File: src/include/mips_lite_cfg.svh
`ifndef MIPS_LITE_CFG_SVH
`define MIPS_LITE_CFG_SVH

// data and instruction word width
`define MIPS_XLEN 32

// architectural registers, r0 reads as zero
`define MIPS_REG_COUNT 32

// word address width of the external memory
`define MIPS_MEM_AW 10

`endif

File: src/hw/mips_lite_pkg.sv
`include "mips_lite_cfg.svh"

package mips_lite_pkg;

  localparam int REG_IDX_W = $clog2(`MIPS_REG_COUNT);

  typedef logic [`MIPS_XLEN-1:0]   word_t;
  typedef logic [REG_IDX_W-1:0]    reg_idx_t;
  typedef logic [`MIPS_MEM_AW-1:0] mem_addr_t;
  typedef logic [2:0]              alu_op_t;

  // opcode and funct encodings of the supported subset
  localparam logic [5:0] OP_RTYPE = 6'h00;
  localparam logic [5:0] OP_ADDIU = 6'h09;
  localparam logic [5:0] OP_LW    = 6'h23;
  localparam logic [5:0] OP_SW    = 6'h2b;
  localparam logic [5:0] FN_ADDU  = 6'h21;
  localparam logic [5:0] FN_SUBU  = 6'h23;
  localparam logic [5:0] FN_AND   = 6'h24;
  localparam logic [5:0] FN_OR    = 6'h25;
  localparam logic [5:0] FN_SLT   = 6'h2a;

  localparam alu_op_t ALU_ADD = 3'd0;
  localparam alu_op_t ALU_SUB = 3'd1;
  localparam alu_op_t ALU_AND = 3'd2;
  localparam alu_op_t ALU_OR  = 3'd3;
  localparam alu_op_t ALU_SLT = 3'd4;

  typedef struct packed {
    logic [5:0] opcode;
    reg_idx_t   rs;
    reg_idx_t   rt;
    reg_idx_t   rd;
    logic [5:0] funct;
    word_t      imm;
  } unpack_t;

  typedef struct packed {
    logic    write_reg;
    logic    mem_read;
    logic    mem_write;
    logic    use_imm;
    alu_op_t alu_op;
  } ctrl_t;

  // state of one pipeline stage
  typedef struct packed {
    word_t    instruction;
    ctrl_t    control;
    reg_idx_t dest_reg;
    word_t    dest_reg_data;
    word_t    store_data;
  } pipeline_signal_t;

  typedef struct packed {
    logic  forward_rs;
    logic  forward_rt;
    word_t rs;
    word_t rt;
  } forward_info_t;

  // field split, immediate is sign extended
  function automatic unpack_t unpack_instruction(word_t w);
    unpack_t u;
    u.opcode = w[31:26];
    u.rs     = w[25:21];
    u.rt     = w[20:16];
    u.rd     = w[15:11];
    u.funct  = w[5:0];
    u.imm    = {{(`MIPS_XLEN-16){w[15]}}, w[15:0]};
    return u;
  endfunction

endpackage

File: src/hw/mem_bus_if.sv
interface mem_bus_if import mips_lite_pkg::*; ();

  // request side
  logic      req;
  logic      we;
  mem_addr_t addr;
  word_t     wdata;

  // grant and read return
  logic      gnt;
  word_t     rdata;
  logic      rvalid;

  modport requester (
    output req,
    output we,
    output addr,
    output wdata,
    input  gnt,
    input  rdata,
    input  rvalid
  );

  modport arbiter (
    input  req,
    input  we,
    input  addr,
    input  wdata,
    output gnt,
    output rdata,
    output rvalid
  );

endinterface

File: src/hw/fetch_unit.sv
module fetch_unit import mips_lite_pkg::*; (
  input  logic         clk,
  input  logic         arst_n,
  mem_bus_if.requester bus,
  output word_t        instr,
  output logic         instr_valid,
  input  logic         instr_take
);

  logic      running;
  logic      ibuf_valid;
  word_t     ibuf_data;
  mem_addr_t pc;
  logic      slot_free;

  // returning word goes straight out, buffered only if not taken
  assign instr_valid = ibuf_valid | bus.rvalid;
  assign instr       = ibuf_valid ? ibuf_data : bus.rdata;

  // one slot: held word or word in flight, never both
  assign slot_free = ~instr_valid | instr_take;

  assign bus.req   = running & slot_free;
  assign bus.we    = 1'b0;
  assign bus.addr  = pc;
  assign bus.wdata = '0;

  always_ff @(posedge clk or negedge arst_n) begin
    if (!arst_n) begin
      running    <= 1'b0;
      pc         <= '0;
      ibuf_valid <= 1'b0;
    end else begin
      running    <= 1'b1;
      ibuf_valid <= instr_valid & ~instr_take;
      // address held until granted
      if (bus.req && bus.gnt) begin
        pc <= pc + 1'b1;
      end
    end
  end

  always_ff @(posedge clk) begin
    if (bus.rvalid) begin
      ibuf_data <= bus.rdata;
    end
  end

endmodule

File: src/hw/main_forwarder.sv
module main_forwarder import mips_lite_pkg::*; (
  input  pipeline_signal_t ps_decode,
  input  pipeline_signal_t ps_execute,
  input  pipeline_signal_t ps_memory,
  input  pipeline_signal_t ps_write_back,
  output forward_info_t    decode_forward_info,
  output forward_info_t    execute_forward_info,
  output logic             load_stall
);

  unpack_t          execute_fields;
  unpack_t          decode_fields;
  pipeline_signal_t memory_source;

  // true when the producer writes register r, r0 excluded
  function automatic logic produces(pipeline_signal_t p, reg_idx_t r);
    return p.control.write_reg && (p.dest_reg != '0) && (p.dest_reg == r);
  endfunction

  // later calls override earlier ones, so younger producers go last
  function automatic forward_info_t take_from(forward_info_t base,
                                              pipeline_signal_t producer,
                                              unpack_t consumer);
    forward_info_t fi;
    fi = base;
    if (produces(producer, consumer.rs)) begin
      fi.forward_rs = 1'b1;
      fi.rs         = producer.dest_reg_data;
    end
    if (produces(producer, consumer.rt)) begin
      fi.forward_rt = 1'b1;
      fi.rt         = producer.dest_reg_data;
    end
    return fi;
  endfunction

  assign execute_fields = unpack_instruction(ps_execute.instruction);
  assign decode_fields  = unpack_instruction(ps_decode.instruction);

  // a load in memory only holds its address, never forward it
  always_comb begin
    memory_source = ps_memory;
    if (ps_memory.control.mem_read) begin
      memory_source.control.write_reg = 1'b0;
    end
  end

  always_comb begin
    execute_forward_info = take_from('0, ps_write_back, execute_fields);
    execute_forward_info = take_from(execute_forward_info, memory_source, execute_fields);
    decode_forward_info  = take_from('0, ps_write_back, decode_fields);
  end

  // load data shows up in write-back, hold execute one cycle
  assign load_stall = ps_memory.control.mem_read &&
                      (produces(ps_memory, execute_fields.rs) ||
                       produces(ps_memory, execute_fields.rt));

endmodule

File: src/hw/mem_arbiter.sv
module mem_arbiter import mips_lite_pkg::*; (
  input  logic       clk,
  input  logic       arst_n,
  mem_bus_if.arbiter fetch_bus,
  mem_bus_if.arbiter data_bus,
  output logic       mem_req,
  output logic       mem_we,
  output mem_addr_t  mem_addr,
  output word_t      mem_wdata,
  input  word_t      mem_rdata
);

  // owner of the read accepted at the last edge
  typedef enum logic [1:0] {
    idle,
    fetch_wait,
    data_wait
  } arb_state_t;

  arb_state_t state;
  arb_state_t state_next;

  // data stage always wins
  assign data_bus.gnt  = data_bus.req;
  assign fetch_bus.gnt = fetch_bus.req & ~data_bus.req;

  always_comb begin
    if (data_bus.req) begin
      mem_req   = 1'b1;
      mem_we    = data_bus.we;
      mem_addr  = data_bus.addr;
      mem_wdata = data_bus.wdata;
    end else begin
      mem_req   = fetch_bus.req;
      mem_we    = fetch_bus.we;
      mem_addr  = fetch_bus.addr;
      mem_wdata = fetch_bus.wdata;
    end
  end

  // writes finish at acceptance, only reads leave an owner behind
  always_comb begin
    state_next = idle;
    if (data_bus.gnt && !data_bus.we) begin
      state_next = data_wait;
    end else if (fetch_bus.gnt && !fetch_bus.we) begin
      state_next = fetch_wait;
    end
  end

  always_ff @(posedge clk or negedge arst_n) begin
    if (!arst_n) begin
      state <= idle;
    end else begin
      state <= state_next;
    end
  end

  assign fetch_bus.rvalid = (state == fetch_wait);
  assign data_bus.rvalid  = (state == data_wait);
  assign fetch_bus.rdata  = (state == fetch_wait) ? mem_rdata : '0;
  assign data_bus.rdata   = (state == data_wait) ? mem_rdata : '0;

endmodule

File: src/hw/mips_lite_top.sv
module mips_lite_top import mips_lite_pkg::*; (
  input  logic      clk,
  input  logic      arst_n,
  output logic      mem_req,
  output logic      mem_we,
  output mem_addr_t mem_addr,
  output word_t     mem_wdata,
  input  word_t     mem_rdata
);

  word_t instr;
  logic  instr_valid;
  logic  instr_take;

  mem_bus_if fetch_bus ();
  mem_bus_if data_bus ();

  fetch_unit u_fetch (
    .clk         (clk),
    .arst_n      (arst_n),
    .bus         (fetch_bus.requester),
    .instr       (instr),
    .instr_valid (instr_valid),
    .instr_take  (instr_take)
  );

  pipeline_core u_core (
    .clk         (clk),
    .arst_n      (arst_n),
    .instr       (instr),
    .instr_valid (instr_valid),
    .instr_take  (instr_take),
    .dbus        (data_bus.requester)
  );

  // data accesses take the bus ahead of fetch
  mem_arbiter u_arbiter (
    .clk       (clk),
    .arst_n    (arst_n),
    .fetch_bus (fetch_bus.arbiter),
    .data_bus  (data_bus.arbiter),
    .mem_req   (mem_req),
    .mem_we    (mem_we),
    .mem_addr  (mem_addr),
    .mem_wdata (mem_wdata),
    .mem_rdata (mem_rdata)
  );

endmodule

File: src/hw/pipeline_core.sv
`include "mips_lite_cfg.svh"

module pipeline_core import mips_lite_pkg::*; (
  input  logic         clk,
  input  logic         arst_n,
  input  word_t        instr,
  input  logic         instr_valid,
  output logic         instr_take,
  mem_bus_if.requester dbus
);

  pipeline_signal_t ps_decode;
  pipeline_signal_t ps_execute;
  pipeline_signal_t ps_memory;
  pipeline_signal_t ps_write_back;
  pipeline_signal_t ps_wb_view;
  pipeline_signal_t ps_fetched;
  pipeline_signal_t ps_ex_result;

  forward_info_t decode_fwd;
  forward_info_t execute_fwd;
  logic          load_stall;

  word_t   regs [`MIPS_REG_COUNT];
  unpack_t in_fields;
  unpack_t de_fields;
  unpack_t ex_fields;
  ctrl_t   in_ctrl;
  word_t   de_rs_val;
  word_t   de_rt_val;
  word_t   ex_rs_q;
  word_t   ex_rt_q;
  word_t   op_a;
  word_t   op_b;
  word_t   alu_b;
  word_t   alu_y;

  // unknown encodings become a nop
  function automatic ctrl_t decode_ctrl(unpack_t u);
    ctrl_t c;
    c = '0;
    case (u.opcode)
      OP_RTYPE: begin
        c.write_reg = 1'b1;
        case (u.funct)
          FN_ADDU: c.alu_op = ALU_ADD;
          FN_SUBU: c.alu_op = ALU_SUB;
          FN_AND:  c.alu_op = ALU_AND;
          FN_OR:   c.alu_op = ALU_OR;
          FN_SLT:  c.alu_op = ALU_SLT;
          default: c.write_reg = 1'b0;
        endcase
      end
      OP_ADDIU: begin
        c.write_reg = 1'b1;
        c.use_imm   = 1'b1;
      end
      OP_LW: begin
        c.write_reg = 1'b1;
        c.mem_read  = 1'b1;
        c.use_imm   = 1'b1;
      end
      OP_SW: begin
        c.mem_write = 1'b1;
        c.use_imm   = 1'b1;
      end
      default: c = '0;
    endcase
    return c;
  endfunction

  main_forwarder u_forwarder (
    .ps_decode            (ps_decode),
    .ps_execute           (ps_execute),
    .ps_memory            (ps_memory),
    .ps_write_back        (ps_wb_view),
    .decode_forward_info  (decode_fwd),
    .execute_forward_info (execute_fwd),
    .load_stall           (load_stall)
  );

  assign instr_take = instr_valid & ~load_stall;

  // incoming instruction, control decided on entry to decode
  always_comb begin
    in_fields              = unpack_instruction(instr);
    in_ctrl                = decode_ctrl(in_fields);
    ps_fetched             = '0;
    ps_fetched.instruction = instr;
    ps_fetched.control     = in_ctrl;
    if (in_ctrl.write_reg) begin
      ps_fetched.dest_reg = in_ctrl.use_imm ? in_fields.rt : in_fields.rd;
    end
  end

  // decode reads, write-back bypass covers the same-cycle write
  assign de_fields = unpack_instruction(ps_decode.instruction);
  assign de_rs_val = decode_fwd.forward_rs ? decode_fwd.rs :
                     (de_fields.rs == '0) ? '0 : regs[de_fields.rs];
  assign de_rt_val = decode_fwd.forward_rt ? decode_fwd.rt :
                     (de_fields.rt == '0) ? '0 : regs[de_fields.rt];

  // execute
  assign ex_fields = unpack_instruction(ps_execute.instruction);
  assign op_a      = execute_fwd.forward_rs ? execute_fwd.rs : ex_rs_q;
  assign op_b      = execute_fwd.forward_rt ? execute_fwd.rt : ex_rt_q;
  assign alu_b     = ps_execute.control.use_imm ? ex_fields.imm : op_b;

  always_comb begin
    alu_y = '0;
    case (ps_execute.control.alu_op)
      ALU_SUB: alu_y = op_a - alu_b;
      ALU_AND: alu_y = op_a & alu_b;
      ALU_OR:  alu_y = op_a | alu_b;
      ALU_SLT: alu_y[0] = $signed(op_a) < $signed(alu_b);
      default: alu_y = op_a + alu_b;
    endcase
  end

  always_comb begin
    ps_ex_result               = ps_execute;
    ps_ex_result.dest_reg_data = alu_y;
    ps_ex_result.store_data    = op_b;
  end

  // memory stage, byte address to word address
  assign dbus.req   = ps_memory.control.mem_read | ps_memory.control.mem_write;
  assign dbus.we    = ps_memory.control.mem_write;
  assign dbus.addr  = ps_memory.dest_reg_data[`MIPS_MEM_AW+1:2];
  assign dbus.wdata = ps_memory.store_data;

  // write-back, load data arrives this cycle
  always_comb begin
    ps_wb_view = ps_write_back;
    if (ps_write_back.control.mem_read && dbus.rvalid) begin
      ps_wb_view.dest_reg_data = dbus.rdata;
    end
  end

  always_ff @(posedge clk or negedge arst_n) begin
    if (!arst_n) begin
      ps_decode     <= '0;
      ps_execute    <= '0;
      ps_memory     <= '0;
      ps_write_back <= '0;
    end else begin
      ps_write_back <= ps_memory;
      if (load_stall) begin
        // bubble into memory, decode and execute hold
        ps_memory <= '0;
      end else begin
        ps_memory  <= ps_ex_result;
        ps_execute <= ps_decode;
        ps_decode  <= instr_take ? ps_fetched : '0;
      end
    end
  end

  // on a stall keep the resolved operands, an older producer may leave
  always_ff @(posedge clk) begin
    if (load_stall) begin
      ex_rs_q <= op_a;
      ex_rt_q <= op_b;
    end else begin
      ex_rs_q <= de_rs_val;
      ex_rt_q <= de_rt_val;
    end
  end

  always_ff @(posedge clk) begin
    if (ps_wb_view.control.write_reg && (ps_wb_view.dest_reg != '0)) begin
      regs[ps_wb_view.dest_reg] <= ps_wb_view.dest_reg_data;
    end
  end

endmodule

File: config.mk
export PLATFORM = sky130hd
export DESIGN_NAME = mips_lite_top
export DESIGN_NICKNAME = d
export VERILOG_FILES = /design/src/hw/mips_lite_pkg.sv /design/src/hw/mem_bus_if.sv /design/src/hw/fetch_unit.sv /design/src/hw/main_forwarder.sv /design/src/hw/mem_arbiter.sv /design/src/hw/mips_lite_top.sv /design/src/hw/pipeline_core.sv
export VERILOG_INCLUDE_DIRS = /design/src /design/src/include
export SDC_FILE = /design/constraint.sdc
export NUM_CORES = 2
export LEC_CHECK = 0
export ABC_AREA = 1
export BUFFER_PORTS_ARGS = -buffer_cell sky130_fd_sc_hd__buf_4
export CELL_PAD_IN_SITES_DETAIL_PLACEMENT = 1
export CELL_PAD_IN_SITES_GLOBAL_PLACEMENT = 2
export CORE_MARGIN = 5
export CORE_UTILIZATION = 37
export CTS_CLUSTER_SIZE = 40
export DETAILED_ROUTE_END_ITERATION = 7
export PLACE_DENSITY = 0.81
export SLEW_MARGIN = 10
export SYNTH_ARGS = -nofsm -noshare
export SYNTH_HDL_FRONTEND = slang
export SYNTH_HIERARCHICAL = 1
export SYNTH_SLANG_ARGS = --single-unit
export TNS_END_PERCENT = 20
File: constraint.sdc
create_clock -name clk -period 4.04 [get_ports clk]
set_input_delay 0.404 -clock clk [delete_from_list [all_inputs] [get_ports clk]]
set_output_delay 0.404 -clock clk [all_outputs]
set_load 0.005 [all_outputs]
==> key figures <==
Setup path
  – CP max FO: 9
  – Crit start category: register
  – Worst path max stage delay: 0.45 ns
  – Critical path's most frequent cell: nand2_1
  – CP arrival: 4.66 ns
  – CP endpoint kind: register
  – Crit Path Class: register to register
  – Highest-delay cell along the critical path: dfrtp_2
  – Critical Path RT: 4.75 ns

Outcome
  – Status: finished, final reports clean

Clock network
  – Root buffer cell: clkbuf_16
  – Clk buf depth: 3
  – H-tree levels: 4
  – Num CTS Buffers: 154
  – CTS sink count: 1321
  – CTS tree: yes
  – Worst-Skew Late Latency: 0.83 ns
  – Clk slew on worst S/H paths: 0.06 ns

Timing
  – F_max: 253 MHz
  – Final min period: 3.95 ns
  – Final Slew Violations: 0
  – WHS: 0.0715 ns
  – Worst-margin pin slew: 1.15 ns
  – RSZ-0062 raised after global routing: true
  – Worst slew margin: 23.0%
  – Setup Viol. Count Final: 0
  – Layout Skew: 0.0260 ns
  – Crit share post-route: 97.8%
  – Hold Vio Cnt, Final: 0

Logic synthesis
  – Mapped Cells: 8019
  – YS warnings: 6
  – Cell area after synthesis: 70500 µm²
  – Syn Area/Cell: 8.80 µm²

Drt
  – Drt pass-1 iters: 6
  – Routed WL: 314000 µm
  – Via-to-Cell Ratio: 5.97
  – Antenna Nets Post-Route: 0
  – DRT iter0 DRCs: 6745
  – DRC: 0
  – Vias: 65568
  – Routed len/inst: 28.6 µm

GRT
  – Global-route wire length before repair: 450000 µm
  – Largest net degree at the start of global routing: 166
  – Initial antenna violation count: 16
  – Gr ovfl total: 0
  – Gr usage total: 30.4%
  – Number of global-route vias before repair: 66517

Place
  – HPWL after DPL: 195000 µm
  – DP Area: 77000 µm²
  – I/O Buffers: 77
  – RePlAce Congestion: 0.944
  – Placed insts: 10656

Floorplanning
  – IO Pins: 78
  – Core Box Area: 190000 µm²
  – Chip Width: 447 µm
  – Chip Height: 447 µm
  – Cell Rows: 160
  – Starting density of the core: 37.1%
  – Area of the die: 199000 µm²

Final layout
  – Register area: 38100 µm²
  – Fin nets: 8470
  – Fillers: 21799
  – Final Instance Area: 83200 µm²
  – Area of the multi-input gates: 28500 µm²
  – Layout cells sized above 1: 15.5%
  – Non-Filler Instances: 10988
  – Synth-to-layout area growth: 18.0%

Power and ir drop
  – LEAKAGE: 32.5 nW
  – VDD IR max: 437 µV
  – Power Density: 629 nW/µm²

Hold path
  – Worst Hold Class: input port to register

Run
  – Max-cap viol count: 0
-- sequential cells by signal, summed over array words and instances, names as in the netlist --
name	flops
u_core/regs	1024
u_core/dbus.wdata	32
u_core/ex_rs_q	32
u_core/ex_rt_q	32
u_core/ps_write_back	32
u_fetch/ibuf_data	32
u_core/ps_memory	29
u_core/de_fields	26
u_core/ex_fields	26
u_core/ps_decode	12
u_core/ps_ex_result	12
u_core/dbus.addr	10
u_fetch/bus.addr	10
u_core/ps_wb_view	7
u_arbiter/state	2
u_core/dbus.we	1
u_fetch/ibuf_valid	1
u_fetch/running	1
-- cell usage in the layout (no fill, tap or decap), types with 19 or more instances in the layout --
master	instances
mux2_2	32
a211oi_1	26
o21ai_2	24
nand2_1	1172
clkinv_2	28
nand4_1	19
ha_1	73
o21ai_1	123
or2_2	31
a221oi_1	32
nand3_1	151
clkinv_1	38
buf_12	73
dfrtp_1	187
o21ai_0	1237
clkbuf_1	33
clkbuf_16	162
a21oi_2	43
inv_2	29
edfxtp_1	1056
nor3_1	22
conb_1	66
o22ai_1	546
dfxtp_1	64
nor2_2	41
inv_1	439
dlygate4sd3_1	19
nor2_1	1401
buf_4	651
a21oi_1	281
nand2_2	20
nor2_4	37
o21bai_1	53
-- worst max-delay path: cells and delay by family, from the launching register on --
kind	cells	cell delay (ns)
AO/OA/AOI/OAI	8	1.05
buffers and inverters	8	1.01
flip-flops	1	0.45
adder cells (fa/ha/maj)	1	0.27
AND/OR/NAND/NOR	10	1.05
-- area by class of cell --
type	instances	area share [%]
multi-input combinational	5629	34.2
clock buffer	193	4.95
tap	2511	3.78
clock inverter	90	0.958
antenna	8	0.0241
timing repair buffer	756	8.09
inverter	480	2.25
sequential	1321	45.7
-- timing repair --
item / in CTS / in global routing
setup buffers: 0 / 19
pin swaps: 0 / 29
endpoints found under the hold margin: 136 / 0
cloned: 0 / 3
gates resized for setup: 23 / 233
endpoints found under the setup margin: 21 / 28
hold buffers: 19 / 0
-- layer usage --
layer	share of wire [%]	routed length [µm]	vias up	global-route usage [%]
met4	6.3	19700	10	16.8
met3	8.4	26200	899	5.60
met5	0.024	74	-	0
li1	-	-	28397	-
met2	45	142000	3089	48.6
met1	40	125000	33173	39.0
-- path summary, 6_finish.rpt --
path                                 startpoint                  endpoint  slack, ns  depth (start not counted)
min in group asynchronous                arst_n     u_core/dbus.wdata[10]       0.30                          2
max reg2reg                u_core/ps_memory[66]      u_core/ps_memory[59]       0.09                         27
min                               mem_rdata[11]     u_fetch/ibuf_data[11]       0.07                          3
min reg2reg                u_core/ps_memory[52]  u_core/ps_write_back[52]       0.46                          0
max in group asynchronous                arst_n      u_core/ps_memory[47]       2.76                          3
max                        u_core/ps_memory[66]      u_core/ps_memory[59]       0.09                         27
-- metrics by stage --
stage / setup TNS, ns / util (%) / setup WS (ns) / total power, mW
detailed placement: -2.57 / 40.5 / -0.199 / 37.5
global placement: -0.721 / 40.5 / -0.0955 / 37.1
finish: 0 / 43.8 / 0.0884 / 52.4
global route: -1.14 / 43.8 / -0.119 / 54.5
floorplan: -1.37 / - / -0.224 / 28.1
CTS: -0.0515 / 43.3 / -0.0248 / 51.5
-- power by group --
part,internal (mW),switching (mW),leakage [nW],total (mW)
registers,16.6,0.749,12.9,17.3
clock network,7.89,6.03,2.40,13.9
logic,6.80,14.3,17.2,21.1
total,31.3,21.1,32.5,52.4
(Power assumes the default switching activity.)
